**src/common/uart_cmd_pkg.sv**
```systemverilog
package uart_cmd_pkg;

  //////////////////////////////////////////////////
  // host command word

  // {rw, addr[6:0], wdata[7:0]}
  localparam int CMD_WIDTH = 16;

  // 1 = write, 0 = read
  localparam int CMD_RW_BIT = 15;

  // register address bits below the rw bit
  localparam int ADDR_WIDTH = 7;

  //////////////////////////////////////////////////
  // enums

  typedef enum logic {
    OP_READ  = 1'b0,
    OP_WRITE = 1'b1
  } cmd_op_t;

  typedef enum logic [2:0] {
    IDLE,
    SEND_HDR,
    WR_GAP,
    SEND_DATA,
    RD_WAIT,
    RD_HOLD
  } ctrl_state_t;

  // stop error wins over parity error
  typedef enum logic [1:0] {
    RD_OK,
    RD_PARITY_ERR,
    RD_FRAME_ERR,
    RD_TIMEOUT
  } rd_status_t;

endpackage

```
**src/common/uart_frame_pkg.sv**
```systemverilog
package uart_frame_pkg;

  //////////////////////////////////////////////////
  // serial line timing

  // clocks per serial bit, kept short for simulation
  localparam int CLKS_PER_BIT = 16;

  //////////////////////////////////////////////////
  // frame layout

  // payload bits per frame
  localparam int DATA_BITS = 8;

  // start + data + even parity + stop
  localparam int FRAME_BITS = 11;

  //////////////////////////////////////////////////
  // spacing and timeouts, in bit times

  // idle line between header and data frame of a write
  localparam int GAP_BITS = 2;

  // header stop end to reply start bit
  localparam int RX_TIMEOUT_BITS = 20;

endpackage
```
**src/verilog/uart_cmd_bridge.sv**
```systemverilog
`timescale 1ns/100ps

module uart_cmd_bridge
  import uart_frame_pkg::*, uart_cmd_pkg::*;
(
  input  logic                 clk,
  input  logic                 rst_n,
  input  logic [CMD_WIDTH-1:0] cmd_in,
  input  logic                 cmd_vld,
  output logic                 cmd_rdy,
  output logic                 read_vld,
  output logic [DATA_BITS-1:0] read_data,
  output rd_status_t           read_status,
  input  logic                 read_ready,
  output logic                 tx,
  input  logic                 rx
);

  logic [DATA_BITS-1:0] tx_byte;
  logic                 tx_start;
  logic                 tx_done;
  logic                 rx_en;
  logic                 rx_busy;
  logic                 rx_valid;
  logic [DATA_BITS-1:0] rx_byte;
  logic                 rx_parity_err;
  logic                 rx_frame_err;

  uart_cmd_ctrl u_ctrl (
    .clk           (clk),
    .rst_n         (rst_n),
    .cmd_in        (cmd_in),
    .cmd_vld       (cmd_vld),
    .cmd_rdy       (cmd_rdy),
    .read_vld      (read_vld),
    .read_data     (read_data),
    .read_status   (read_status),
    .read_ready    (read_ready),
    .tx_byte       (tx_byte),
    .tx_start      (tx_start),
    .tx_done       (tx_done),
    .rx_en         (rx_en),
    .rx_busy       (rx_busy),
    .rx_valid      (rx_valid),
    .rx_byte       (rx_byte),
    .rx_parity_err (rx_parity_err),
    .rx_frame_err  (rx_frame_err)
  );

  uart_tx_frame u_tx (
    .clk      (clk),
    .rst_n    (rst_n),
    .tx_byte  (tx_byte),
    .tx_start (tx_start),
    .tx_done  (tx_done),
    .tx       (tx)
  );

  uart_rx_frame u_rx (
    .clk           (clk),
    .rst_n         (rst_n),
    .rx_en         (rx_en),
    .rx            (rx),
    .rx_busy       (rx_busy),
    .rx_valid      (rx_valid),
    .rx_byte       (rx_byte),
    .rx_parity_err (rx_parity_err),
    .rx_frame_err  (rx_frame_err)
  );

endmodule

```
**src/verilog/uart_cmd_ctrl.sv**
```systemverilog
`timescale 1ns/100ps

module uart_cmd_ctrl
  import uart_frame_pkg::*, uart_cmd_pkg::*;
(
  input  logic                 clk,
  input  logic                 rst_n,
  input  logic [CMD_WIDTH-1:0] cmd_in,
  input  logic                 cmd_vld,
  output logic                 cmd_rdy,
  output logic                 read_vld,
  output logic [DATA_BITS-1:0] read_data,
  output rd_status_t           read_status,
  input  logic                 read_ready,
  output logic [DATA_BITS-1:0] tx_byte,
  output logic                 tx_start,
  input  logic                 tx_done,
  output logic                 rx_en,
  input  logic                 rx_busy,
  input  logic                 rx_valid,
  input  logic [DATA_BITS-1:0] rx_byte,
  input  logic                 rx_parity_err,
  input  logic                 rx_frame_err
);

  localparam int GAP_CYCLES = GAP_BITS * CLKS_PER_BIT;
  localparam int TMO_CYCLES = RX_TIMEOUT_BITS * CLKS_PER_BIT;
  localparam int GAP_W = $clog2(GAP_CYCLES);
  localparam int TMO_W = $clog2(TMO_CYCLES);
  // tx_start is registered, so leave the gap one cycle early
  localparam logic [GAP_W-1:0] GAP_LAST = GAP_W'(GAP_CYCLES - 2);
  localparam logic [TMO_W-1:0] TMO_LAST = TMO_W'(TMO_CYCLES - 1);

  ctrl_state_t          state;
  cmd_op_t              cmd_op;
  logic [DATA_BITS-1:0] wr_data;
  logic [GAP_W-1:0]     gap_cnt;
  logic [TMO_W-1:0]     tmo_cnt;
  logic                 cmd_fire;
  logic                 rd_fire;
  logic                 gap_end;
  logic                 tmo_expire;
  rd_status_t           rx_status;

  assign cmd_rdy    = (state == IDLE);
  assign read_vld   = (state == RD_HOLD);
  assign rx_en      = (state == RD_WAIT);
  assign cmd_fire   = cmd_vld && cmd_rdy;
  assign rd_fire    = read_vld && read_ready;
  assign gap_end    = (state == WR_GAP) && (gap_cnt == GAP_LAST);
  assign tmo_expire = (tmo_cnt == TMO_LAST) && !rx_busy;

  // stop error first
  assign rx_status = rx_frame_err  ? RD_FRAME_ERR  :
                     rx_parity_err ? RD_PARITY_ERR : RD_OK;

  //////////////////////////////////////////////////
  // command FSM

  always_ff @(posedge clk or negedge rst_n)
  begin
    if (!rst_n)
    begin
      state    <= IDLE;
      tx_start <= 1'b0;
      gap_cnt  <= '0;
      tmo_cnt  <= '0;
    end
    else
    begin
      tx_start <= 1'b0;
      case (state)
        IDLE:
        begin
          if (cmd_fire)
          begin
            state    <= SEND_HDR;
            tx_start <= 1'b1;
          end
        end
        SEND_HDR:
        begin
          gap_cnt <= '0;
          tmo_cnt <= '0;
          if (tx_done)
          begin
            state <= (cmd_op == OP_WRITE) ? WR_GAP : RD_WAIT;
          end
        end
        WR_GAP:
        begin
          gap_cnt <= gap_cnt + 1'b1;
          if (gap_end)
          begin
            state    <= SEND_DATA;
            tx_start <= 1'b1;
          end
        end
        SEND_DATA:
        begin
          if (tx_done)
          begin
            state <= IDLE;
          end
        end
        RD_WAIT:
        begin
          // frozen once the reply start bit is confirmed
          if (!rx_busy)
          begin
            tmo_cnt <= tmo_cnt + 1'b1;
          end
          if (rx_valid || tmo_expire)
          begin
            state <= RD_HOLD;
          end
        end
        RD_HOLD:
        begin
          if (rd_fire)
          begin
            state <= IDLE;
          end
        end
        default:
        begin
          state <= IDLE;
        end
      endcase
    end
  end

  //////////////////////////////////////////////////
  // command capture and read result

  always_ff @(posedge clk)
  begin
    if (cmd_fire)
    begin
      cmd_op  <= cmd_op_t'(cmd_in[CMD_RW_BIT]);
      wr_data <= cmd_in[DATA_BITS-1:0];
      // header is {rw, addr}
      tx_byte <= {cmd_in[CMD_RW_BIT], cmd_in[CMD_RW_BIT-1 -: ADDR_WIDTH]};
    end
    else if (gap_end)
    begin
      tx_byte <= wr_data;
    end
    if (state == RD_WAIT)
    begin
      if (rx_valid)
      begin
        read_data   <= rx_byte;
        read_status <= rx_status;
      end
      else if (tmo_expire)
      begin
        read_data   <= '0;
        read_status <= RD_TIMEOUT;
      end
    end
  end

  a_tx_start_entry: assert property (
    @(posedge clk) disable iff (!rst_n)
    tx_start |-> (state inside {SEND_HDR, SEND_DATA}) && (state != $past(state))
  ) else $error("tx_start outside a send state entry");

  // result held until the host takes it
  a_read_hold: assert property (
    @(posedge clk) disable iff (!rst_n)
    read_vld && !read_ready |=>
      read_vld && !cmd_rdy && $stable(read_data) && $stable(read_status)
  ) else $error("read result changed before transfer");

endmodule

```
**src/uart_rx/uart_rx_frame.sv**
```systemverilog
`timescale 1ns/100ps

module uart_rx_frame
  import uart_frame_pkg::*;
(
  input  logic                 clk,
  input  logic                 rst_n,
  input  logic                 rx_en,
  input  logic                 rx,
  output logic                 rx_busy,
  output logic                 rx_valid,
  output logic [DATA_BITS-1:0] rx_byte,
  output logic                 rx_parity_err,
  output logic                 rx_frame_err
);

  localparam int CNT_W = $clog2(CLKS_PER_BIT);
  localparam int IDX_W = $clog2(FRAME_BITS);
  localparam logic [CNT_W-1:0] HALF_LAST = CNT_W'(CLKS_PER_BIT / 2 - 1);
  localparam logic [CNT_W-1:0] BIT_LAST  = CNT_W'(CLKS_PER_BIT - 1);
  localparam logic [IDX_W-1:0] PAR_IDX   = IDX_W'(DATA_BITS);
  localparam logic [IDX_W-1:0] STOP_IDX  = IDX_W'(FRAME_BITS - 2);

  typedef enum logic [1:0] {
    RX_HUNT,
    RX_START,
    RX_DATA
  } rx_state_t;

  rx_state_t            state;
  logic                 rx_meta;
  logic                 rx_sync;
  logic                 rx_prev;
  logic                 fall;
  logic [CNT_W-1:0]     clk_cnt;
  logic [IDX_W-1:0]     bit_idx;
  logic                 sample;
  logic [DATA_BITS-1:0] shift_reg;
  logic                 par_bit;

  //////////////////////////////////////////////////
  // synchronizer and edge detect

  always_ff @(posedge clk or negedge rst_n)
  begin
    if (!rst_n)
    begin
      rx_meta <= 1'b1;
      rx_sync <= 1'b1;
      rx_prev <= 1'b1;
    end
    else
    begin
      rx_meta <= rx;
      rx_sync <= rx_meta;
      rx_prev <= rx_sync;
    end
  end

  assign fall    = rx_prev && !rx_sync;
  assign sample  = (state == RX_DATA) && (clk_cnt == BIT_LAST);
  assign rx_busy = (state == RX_DATA);

  //////////////////////////////////////////////////
  // frame FSM

  always_ff @(posedge clk or negedge rst_n)
  begin
    if (!rst_n)
    begin
      state    <= RX_HUNT;
      clk_cnt  <= '0;
      bit_idx  <= '0;
      rx_valid <= 1'b0;
    end
    else
    begin
      rx_valid <= 1'b0;
      case (state)
        RX_HUNT:
        begin
          clk_cnt <= '0;
          if (rx_en && fall)
          begin
            state <= RX_START;
          end
        end
        RX_START:
        begin
          if (!rx_en)
          begin
            state <= RX_HUNT;
          end
          else if (clk_cnt == HALF_LAST)
          begin
            // mid start bit, high means a glitch
            clk_cnt <= '0;
            bit_idx <= '0;
            state   <= rx_sync ? RX_HUNT : RX_DATA;
          end
          else
          begin
            clk_cnt <= clk_cnt + 1'b1;
          end
        end
        RX_DATA:
        begin
          if (clk_cnt == BIT_LAST)
          begin
            clk_cnt <= '0;
            if (bit_idx == STOP_IDX)
            begin
              state    <= RX_HUNT;
              rx_valid <= 1'b1;
            end
            else
            begin
              bit_idx <= bit_idx + 1'b1;
            end
          end
          else
          begin
            clk_cnt <= clk_cnt + 1'b1;
          end
        end
        default:
        begin
          state <= RX_HUNT;
        end
      endcase
    end
  end

  // data in lsb first, then parity, then stop
  always_ff @(posedge clk)
  begin
    if (sample)
    begin
      if (bit_idx < PAR_IDX)
      begin
        shift_reg <= {rx_sync, shift_reg[DATA_BITS-1:1]};
      end
      else if (bit_idx == PAR_IDX)
      begin
        par_bit <= rx_sync;
      end
      else
      begin
        rx_byte       <= shift_reg;
        rx_parity_err <= (par_bit != ^shift_reg);
        rx_frame_err  <= !rx_sync;
      end
    end
  end

  a_valid_pulse: assert property (
    @(posedge clk) disable iff (!rst_n)
    rx_valid |=> !rx_valid
  ) else $error("rx_valid longer than one cycle");

endmodule

```
**src/uart_tx/uart_tx_frame.sv**
```systemverilog
`timescale 1ns/100ps

module uart_tx_frame
  import uart_frame_pkg::*;
(
  input  logic                 clk,
  input  logic                 rst_n,
  input  logic [DATA_BITS-1:0] tx_byte,
  input  logic                 tx_start,
  output logic                 tx_done,
  output logic                 tx
);

  localparam int CNT_W = $clog2(CLKS_PER_BIT);
  localparam int IDX_W = $clog2(FRAME_BITS);
  localparam logic [CNT_W-1:0] BIT_LAST = CNT_W'(CLKS_PER_BIT - 1);
  localparam logic [IDX_W-1:0] STOP_IDX = IDX_W'(FRAME_BITS - 1);

  logic                  busy;
  logic [CNT_W-1:0]      clk_cnt;
  logic [IDX_W-1:0]      bit_idx;
  // bits still to go after the start bit
  logic [FRAME_BITS-2:0] shift_reg;
  logic                  bit_end;

  assign bit_end = busy && (clk_cnt == BIT_LAST);

  // last cycle of the stop bit
  assign tx_done = bit_end && (bit_idx == STOP_IDX);

  //////////////////////////////////////////////////
  // bit timing and line driver

  always_ff @(posedge clk or negedge rst_n)
  begin
    if (!rst_n)
    begin
      busy    <= 1'b0;
      clk_cnt <= '0;
      bit_idx <= '0;
      tx      <= 1'b1;
    end
    else if (tx_start)
    begin
      busy    <= 1'b1;
      clk_cnt <= '0;
      bit_idx <= '0;
      tx      <= 1'b0;
    end
    else if (bit_end)
    begin
      clk_cnt <= '0;
      if (bit_idx == STOP_IDX)
      begin
        busy <= 1'b0;
        tx   <= 1'b1;
      end
      else
      begin
        bit_idx <= bit_idx + 1'b1;
        tx      <= shift_reg[0];
      end
    end
    else if (busy)
    begin
      clk_cnt <= clk_cnt + 1'b1;
    end
  end

  // stop, even parity, data lsb first
  always_ff @(posedge clk)
  begin
    if (tx_start)
    begin
      shift_reg <= {1'b1, ^tx_byte, tx_byte};
    end
    else if (bit_end)
    begin
      shift_reg <= {1'b1, shift_reg[FRAME_BITS-2:1]};
    end
  end

  //////////////////////////////////////////////////
  // checks

  // controller must wait for tx_done
  a_start_when_idle: assert property (
    @(posedge clk) disable iff (!rst_n)
    tx_start |-> !busy
  ) else $error("tx_start while a frame is in flight");

  a_idle_line_high: assert property (
    @(posedge clk) disable iff (!rst_n)
    !busy |-> tx
  ) else $error("tx low while transmitter idle");

endmodule

```
**config.mk**
```make
export PLATFORM = sky130hd
export DESIGN_NAME = uart_cmd_bridge
export DESIGN_NICKNAME = d
export VERILOG_FILES = /design/src/common/uart_cmd_pkg.sv /design/src/common/uart_frame_pkg.sv /design/src/verilog/uart_cmd_bridge.sv /design/src/verilog/uart_cmd_ctrl.sv /design/src/uart_rx/uart_rx_frame.sv /design/src/uart_tx/uart_tx_frame.sv
export SDC_FILE = /design/constraint.sdc
export NUM_CORES = 1
export LEC_CHECK = 0
export ABC_CLOCK_PERIOD_IN_PS = 2700
export BUFFER_PORTS_ARGS = -buffer_cell sky130_fd_sc_hd__buf_4
export CORE_ASPECT_RATIO = 1.4
export CORE_MARGIN = 1
export CORE_UTILIZATION = 33
export CTS_BUF_LIST = sky130_fd_sc_hd__clkbuf_4 sky130_fd_sc_hd__clkbuf_8
export CTS_CLUSTER_SIZE = 28
export DETAILED_ROUTE_END_ITERATION = 8
export PLACE_DENSITY = 0.46
export SYNTH_ARGS = -nofsm -noshare
export SYNTH_HDL_FRONTEND = slang
export SYNTH_HIERARCHICAL = 1
export SYNTH_SLANG_ARGS = --single-unit
```
**constraint.sdc**
```tcl
create_clock -name clk -period 2.7 [get_ports clk]
set_input_delay 0.27 -clock clk [delete_from_list [all_inputs] [get_ports clk]]
set_output_delay 0.27 -clock clk [all_outputs]
set_load 0.1 [all_outputs]
```
==> impl_metrics.env, run 1 <==
export IMPL_status="completed"
export IMPL_worstPathRequired_ps=2800
export IMPL_timing_slew_headroom_pct=52.0
export IMPL_place_congestion=0.741
export IMPL_post_cts_buffers=0
export IMPL_cts_sink_count=97
export IMPL_port_buffers=33
export IMPL_finalWorstSetupSlack_ps=349
export IMPL_total_power_mw=3.87
export IMPL_cts_made_buffers=9
export IMPL_place_area_mm2=0.00489
export IMPL_syn_cell_area_mm2=0.00441
export IMPL_start_util_pct=34.1
export IMPL_vias=2730
export IMPL_dieHeight_um=139
export IMPL_nNetsFinal=425
export IMPL_synth_seq_cells=97
export IMPL_core_area_mm2=0.0129
export IMPL_ys_top_cells_by_area="edfxtp_1, dfrtp_1, mux2_2"
export IMPL_cts_tree="built"
export IMPL_worst_setup_path_type="flip-flop to flip-flop"
export IMPL_worst_path_max_fanout=19
export IMPL_crit_path_end_kind="flip-flop"
export IMPL_ctsResizeCount=0
export IMPL_fin_tns_setup_ps=0
export IMPL_root_buffer="clkbuf_8"
export IMPL_drc=0
export IMPL_layout_drive_gt1_share_pct=22.7
export IMPL_routed_via_density=4.76
export IMPL_die_area_mm2=0.0138
export IMPL_max_freq_ghz=0.425
export IMPL_worstSetupStartpointType="flip-flop"
export IMPL_synth_cell_types=55
export IMPL_die_x_um=99.7
export IMPL_placementRows=49
export IMPL_design_area_mm2=0.00510
export IMPL_final_period_utilization_pct=87.1
export IMPL_syn_nets=381
export IMPL_arrival_ps=2450
export IMPL_timing_rr_start="u_rx/state[0]"
export IMPL_area_growth_pct=15.8
export IMPL_post_place_ws_ps=448
export IMPL_synth_flop_cell="edfxtp_1"
export IMPL_ant_nets=0
export IMPL_tightestPinTransition_ps=720
export IMPL_skew_ps=10.9
export IMPL_yosysWarnings=6
export IMPL_synth_top_area_share_pct=37.5
export IMPL_clk_path_buf_depth=2
export IMPL_grt_pass1_wl_mm=14.2
export IMPL_power_per_cell_area_mw_per_mm2=759
export IMPL_synthArstFlopShare_pct=43.3
export IMPL_final_core_util_pct=39.5
export IMPL_io_pins=34
export IMPL_period_needed_ps=2350
export IMPL_yosys_top_cells_count="edfxtp_1, dfrtp_1, nand2_1, o21ai_0, nor2_1"
export IMPL_critPathLaunch="u_rx/state[0]"
export IMPL_routed_wl_mm=8.36
export IMPL_grt_pass1_vias=2842
export IMPL_grt_max_degree=43
export IMPL_hp_start="cmd_in[6]"
export IMPL_synth_edf_count=55
export IMPL_synthCells=347
export IMPL_wl_per_cell_um=14.6
export IMPL_cts_max_level=3
export IMPL_final_max_slew_violation_count=0
export IMPL_drtIter0Drc=104
export IMPL_finalSetupViolCount=0
export IMPL_rsz0062_at_grt="no"
export IMPL_overflow=0
export IMPL_hp_class="input pin to flip-flop"
export IMPL_cts_hold_buf=2
export IMPL_final_hold_viol_count=0
export IMPL_track_usage_pct=13.5
export IMPL_avgSynthCellArea_um2=12.7
export IMPL_leakagePower_nw=1.92
export IMPL_ys_seq_area_share_pct=61.4
export IMPL_maxCapViolCount=0
export IMPL_antenna_cells=0
export IMPL_synth_most_common_cell="edfxtp_1"
export IMPL_drt_pass1_iterations=4
export IMPL_vdd_ir_drop_max_v=0.000367
export IMPL_clock_latency_ps=380
export IMPL_synth_largest_area_cell="edfxtp_1"
export IMPL_antenna_found_initial=0
export IMPL_clkTransAtPathRegs_ps=100
export IMPL_dp_hpwl_mm=5.74
[per-stage QoR]
stage,cells,hold WS [ps]
floorplan,347,-25.6
global placement,556,312
detailed placement,556,311
CTS,574,29.2
global route,574,31.9
finish,574,62.3
[worst max-delay path, stage by stage, from the launching register on]
cell and delay, ps:
dfrtp_1 380, inv_1 70, ha_1 440, nor4b_1 580, a21oi_1 140, nor3_1 210, buf_4 240
[routing by layer]
metal / track usage (%) / share of wire, % / up-vias
met5: 0 / 0 / -
met4: 7.66 / 3.1 / 0
met3: 3.23 / 2.9 / 18
met2: 22.0 / 51 / 40
met1: 16.1 / 43 / 1324
li1: - / - / 1348
[cell type report]
type                            count  area [µm²]
Clock buffer                        9         124
Inverter                           16        60.1
Timing Repair Buffer               42         320
Tap cell                          178         223
Multi-Input combinational cell    225        1600
Fill cell                        1232        7830
Clock inverter                      7        68.8
Sequential cell                    97        2710
[cells in the final DEF (no fill, tap or decap), types with 2 or more instances in the layout]
master	count
and4_1	2
nor2_1	21
nor3b_2	2
inv_8	3
dfrtp_1	38
clkbuf_8	9
nand2_1	25
dfstp_2	4
nor3_1	3
nor3b_1	3
xnor2_1	15
o21ai_0	23
dlygate4sd3_1	2
o211ai_1	3
nand3_1	13
nand3b_1	3
mux2_2	17
nand4_1	8
ha_1	13
clkinv_4	2
mux2i_1	4
nand2b_1	4
edfxtp_1	55
inv_1	16
or3_1	4
o22ai_1	4
buf_4	40
inv_6	2
nand4b_1	3
and2_1	9
xor2_1	6
or2_2	2
a21oi_1	13
[path summary, 6_finish.rpt]
kind                            cells past startpoint                   to  slack, ps
worst max-delay path                                6  u_ctrl/read_data[4]        350
worst min-delay path                                1    u_ctrl/wr_data[6]         60
worst max register to register                      6  u_ctrl/read_data[4]        350
worst min register to register                      0         u_rx/rx_sync        360
max in group asynchronous                           2    u_ctrl/tmo_cnt[8]       1880
min in group asynchronous                           2      u_tx/clk_cnt[0]        410
[power by group]
part / internal [mW] / switching, mW
Clock: 0.364 / 0.578
Sequential: 1.78 / 0.138
Combinational: 0.396 / 0.615
Total: 2.54 / 1.33
[cell families after synthesis]
| family | count (synthesis) | share of synthesized area (%) |
|---|---|---|
| simple gates | 115 | 15.4 |
| flops | 97 | 61.4 |
| compound gates | 54 | 7.35 |
| buf+inv | 25 | 2.36 |
| mux | 22 | 5.59 |
| xor+xnor | 21 | 4.17 |
| fa+ha+maj | 13 | 3.69 |
No activity file was read; power rests on OpenSTA's default activity.
==> run 2: changes to the inputs <==
- RECOVER_POWER: not set -> 100
==> impl_metrics.env, run 2 (synthesis gave the netlist of run 1 again) <==
export IMPL_cts_tree="built"
export IMPL_tightestPinTransition_ps=1220
export IMPL_final_cell_mix="edfxtp_1, dfrtp_1, nand2_1, o21ai_0, nor2_1"
export IMPL_status="completed"
export IMPL_worstSetupStartpointType="flip-flop"
export IMPL_place_congestion=0.741
export IMPL_fin_tns_setup_ps=0
export IMPL_start_util_pct=34.1
export IMPL_finalNonFillerCells=574
export IMPL_final_period_utilization_pct=90.2
export IMPL_max_freq_ghz=0.411
export IMPL_ant_nets=0
export IMPL_cts_max_level=3
export IMPL_antenna_cells=0
export IMPL_post_place_ws_ps=448
export IMPL_worst_setup_path_type="flip-flop to flip-flop"
export IMPL_vdd_ir_drop_max_v=0.000350
export IMPL_placementRows=49
export IMPL_final_common_cell="edfxtp_1"
export IMPL_final_max_slew_violation_count=0
export IMPL_port_buffers=33
export IMPL_rsz0062_at_grt="no"
export IMPL_grt_pass1_wl_mm=14.2
export IMPL_worstPathRequired_ps=2770
export IMPL_vias=2728
export IMPL_grt_max_degree=43
export IMPL_maxCapViolCount=0
export IMPL_drc=0
export IMPL_routed_wl_mm=8.35
export IMPL_cts_made_buffers=9
export IMPL_timing_slew_headroom_pct=18.7
export IMPL_clock_latency_ps=380
export IMPL_finalSetupViolCount=0
export IMPL_overflow=0
export IMPL_dp_hpwl_mm=5.74
export IMPL_arrival_ps=2510
export IMPL_leakagePower_nw=1.84
export IMPL_final_core_util_pct=38.6
export IMPL_place_area_mm2=0.00489
export IMPL_nNetsFinal=425
export IMPL_skew_ps=10.0
export IMPL_cts_sink_count=97
export IMPL_hp_class="input pin to flip-flop"
export IMPL_clk_path_buf_depth=2
export IMPL_area_growth_pct=13.2
export IMPL_routed_via_density=4.75
export IMPL_die_area_mm2=0.0138
export IMPL_clkTransAtPathRegs_ps=100
export IMPL_design_area_mm2=0.00499
export IMPL_core_area_mm2=0.0129
export IMPL_dp_cells=556
export IMPL_power_per_cell_area_mw_per_mm2=765
export IMPL_finalWorstSetupSlack_ps=266
export IMPL_wl_per_cell_um=14.5
export IMPL_antenna_found_initial=0
export IMPL_period_needed_ps=2430
export IMPL_io_pins=34
export IMPL_drtIter0Drc=87
export IMPL_grt_pass1_vias=2842
export IMPL_crit_path_end_kind="flip-flop"
export IMPL_final_hold_viol_count=0
export IMPL_worst_path_max_fanout=19
export IMPL_root_buffer="clkbuf_8"
export IMPL_die_x_um=99.7
export IMPL_track_usage_pct=13.5
export IMPL_drt_pass1_iterations=4
export IMPL_ctsResizeCount=0
export IMPL_dieHeight_um=139
export IMPL_layout_drive_gt1_share_pct=16.9
## run 2: changes by cell type in the layout (fill, tap and decap cells not counted), moves of 2 or more
cell,before,now
and2_0,0,5
and2_1,9,4
buf_4,40,12
clkbuf_1,0,15
clkbuf_2,0,4
clkbuf_4,0,9
or2_0,1,3
or2_2,2,0
## run 2: worst max-delay path, cell delays in order, from the launching register on
cell	delay, ps
dfrtp_1	380
inv_1	70
ha_1	440
nor4b_1	580
a21oi_1	140
nor3_1	210
clkbuf_2	310
## run 2: cell type report
class,instances,area (µm²)
fillers,1252,7950
flip-flops and latches,97,2710
multi-input cells,225,1550
repair buffers,42,254
well taps,178,223
clock buffers,9,124
clock inverters,7,68.8
inverters,16,60.1
## run 2: metal layers
layer	routed length, µm	global-route usage, %	up-vias
li1	-	-	1343
met1	3650	16.1	1325
met2	4220	22.0	42
met3	213	3.23	18
met4	261	7.66	0
met5	0	0	-
## run 2: where the power goes
group / switching [mW] / total, mW / internal [mW]
clock: 0.576 / 0.940 / 0.364
combinational: 0.604 / 0.957 / 0.353
sequential: 0.137 / 1.92 / 1.78
## run 2: repair_timing
| action | in CTS | in global routing |
|---|---|---|
| hold buffers | 2 | 0 |
| setup buffers | 0 | 0 |
| hold endpoints to repair | 39 | 0 |
## run 2: through the flow
step,hold slack (ps),power [mW]
after floorplan,-25.6,2.70
after global placement,312,2.96
after detailed placement,311,2.97
after CTS,29.2,3.95
after global routing,54.2,4.07
final,84.2,3.82
## run 2: path summary, 6_finish.rpt
check	depth (start not counted)	to	slack, ps	start
max reg2reg	6	u_ctrl/read_data[0]	270	u_rx/state[0]
min in group asynchronous	2	u_tx/bit_idx[3]	620	rst_n
max in group asynchronous	2	u_ctrl/tmo_cnt[8]	1380	rst_n
min	1	u_ctrl/wr_data[6]	80	cmd_in[6]
min reg2reg	0	u_rx/rx_sync	370	u_rx/rx_meta
max	6	u_ctrl/read_data[0]	270	u_rx/state[0]
==> run 3: changes to the inputs <==
--- a/config.mk
+++ b/config.mk
@@ -7,9 +7,10 @@
 export LEC_CHECK = 0
 export ABC_CLOCK_PERIOD_IN_PS = 2700
-export BUFFER_PORTS_ARGS = -buffer_cell sky130_fd_sc_hd__buf_4
+export BUFFER_PORTS_ARGS = -buffer_cell sky130_fd_sc_hd__buf_2
 export CORE_ASPECT_RATIO = 1.4
 export CORE_MARGIN = 1
 export CORE_UTILIZATION = 33
 export CTS_BUF_LIST = sky130_fd_sc_hd__clkbuf_4 sky130_fd_sc_hd__clkbuf_8
+export CTS_CLUSTER_DIAMETER = 80
 export CTS_CLUSTER_SIZE = 28
 export DETAILED_ROUTE_END_ITERATION = 8
==> constraint.sdc (replaced) <==
create_clock -name clk -period 2.7 [get_ports clk]
set_input_delay 0.405 -clock clk [delete_from_list [all_inputs] [get_ports clk]]
set_output_delay 0.405 -clock clk [all_outputs]
set_load 0.1 [all_outputs]
==> impl_metrics.env, run 3 (synthesis gave the netlist of run 1 again) <==
export IMPL_r2r_slack_ps=310
export IMPL_placementRows=49
export IMPL_dp_hpwl_mm=5.72
export IMPL_final_period_utilization_pct=88.4
export IMPL_hp_class="input pin to flip-flop"
export IMPL_clkTransAtPathRegs_ps=90
export IMPL_drt_pass1_iterations=6
export IMPL_clk_path_buf_depth=2
export IMPL_wl_per_cell_um=14.3
export IMPL_arrival_ps=2390
export IMPL_cts_tree="built"
export IMPL_max_freq_ghz=0.419
export IMPL_ant_nets=0
export IMPL_place_congestion=0.731
export IMPL_reg2reg_to="u_ctrl/tx_byte[5]"
export IMPL_finalSetupViolCount=0
export IMPL_final_max_slew_violation_count=0
export IMPL_cts_made_buffers=9
export IMPL_period_needed_ps=2390
export IMPL_routed_via_density=4.72
export IMPL_rsz0062_at_grt="no"
export IMPL_power_per_cell_area_mw_per_mm2=791
export IMPL_vdd_ir_drop_max_v=0.000355
export IMPL_crit_path_end_kind="flip-flop"
export IMPL_core_area_mm2=0.0129
export IMPL_dieHeight_um=139
export IMPL_worstSetupStartpointType="flip-flop"
export IMPL_routed_wl_mm=8.24
export IMPL_worst_path_max_fanout=14
export IMPL_finalNonFillerCells=574
export IMPL_start_util_pct=34.1
export IMPL_root_buffer="clkbuf_8"
export IMPL_final_common_cell="edfxtp_1"
export IMPL_fin_hold_ws_ps=139
export IMPL_fin_tns_setup_ps=0
export IMPL_path_cells="clkbuf_1 > or3b_2 > o22ai_1 > clkbuf_1"
export IMPL_track_usage_pct=12.8
export IMPL_dp_cells=557
export IMPL_grt_max_degree=40
export IMPL_skew_ps=8.74
export IMPL_die_area_mm2=0.0138
export IMPL_overflow=0
export IMPL_clock_latency_ps=350
export IMPL_vias=2711
export IMPL_area_growth_pct=12.7
export IMPL_cp_slowest_stage_delay_ps=560
export IMPL_io_pins=34
export IMPL_drtIter0Drc=133
export IMPL_antenna_cells=0
export IMPL_nNetsFinal=425
export IMPL_worstPathRequired_ps=2700
export IMPL_critPathLaunch="u_ctrl/state[1]"
export IMPL_ctsResizeCount=0
export IMPL_status="completed"
export IMPL_timing_rr_start="u_ctrl/state[1]"
export IMPL_maxCapViolCount=0
export IMPL_die_x_um=99.7
export IMPL_reg2reg_depth=4
export IMPL_leakagePower_nw=1.83
export IMPL_crit_path_frequent_cell="clkbuf_1"
export IMPL_grt_pass1_vias=2720
export IMPL_worst_setup_path_type="flip-flop to flip-flop"
export IMPL_crit_end="u_ctrl/tx_byte[5]"
export IMPL_timing_slew_headroom_pct=18.6
export IMPL_cts_sink_count=97
export IMPL_antenna_found_initial=0
export IMPL_tightestPinTransition_ps=1230
export IMPL_cts_max_level=3
export IMPL_layout_drive_gt1_share_pct=16.4
export IMPL_grt_pass1_wl_mm=13.7
export IMPL_port_buffers=33
export IMPL_final_cell_mix="edfxtp_1, dfrtp_1, nand2_1, o21ai_0, nor2_1"
export IMPL_final_hold_viol_count=0
export IMPL_cp_slowest_cell="or3b_2"
export IMPL_drc=0
export IMPL_total_power_mw=3.93
==> run 3: area by class of cell <==
class                      count  area (µm²)
fill                        1271        7970
sequential                    97        2710
multi-input combinational    225        1560
tap                          178         223
timing repair buffer          42         195
clock buffer                  10         131
clock inverter                 6        90.1
inverter                      16        60.1
==> run 3: worst max-delay path, delay by kind of cell (launching register included) <==
kind                   cells  cell delay, ps
AND/OR/NAND/NOR            1             560
AO/OA/AOI/OAI              1             150
flip-flops                 1             350
buffers and inverters      2             960
==> run 3: how the worst min path moves through the flow <==
stage	start	cells past startpoint	endpoint	slack, ps
after detailed placement	rst_n	1	u_tx/bit_idx[1]	210
after global placement	rst_n	1	u_tx/bit_idx[1]	210
after floorplan	rst_n	0	u_ctrl/gap_cnt[0]	110
after global routing	rx	1	u_rx/rx_meta	110
final	rx	1	u_rx/rx_meta	140
after CTS	rx	1	u_rx/rx_meta	110
==> run 3: power by group <==
part           leakage [nW]  internal (mW)  switching (mW)  total, mW
clock network         0.110          0.536           0.514       1.05
logic                 0.676          0.356           0.607      0.963
registers              1.04           1.78           0.129       1.91
==> run 3: metal layers <==
metal,vias up,part of all wire (%),GRT usage [%]
li1,1343,-,-
met1,1333,46,16.0
met2,31,51,21.4
met3,4,2.4,2.82
met4,0,0.90,4.88
met5,-,0,0
==> run 3: timing repair <==
item                      4_1_cts  5_1_grt
hold buffers                    1        0
hold endpoints to repair        3        0
setup buffers                   0        0
==> run 3: through the flow <==
| step | instance area (µm²) | utilization (%) | setup WS, ps |
|---|---|---|---|
| after floorplan | 4410 | - | 120 |
| after global placement | 4820 | 37.2 | 560 |
| after detailed placement | 4820 | 37.2 | 500 |
| after CTS | 5050 | 39.0 | 480 |
| after global routing | 4960 | 38.4 | 147 |
| final | 4960 | 38.4 | 312 |
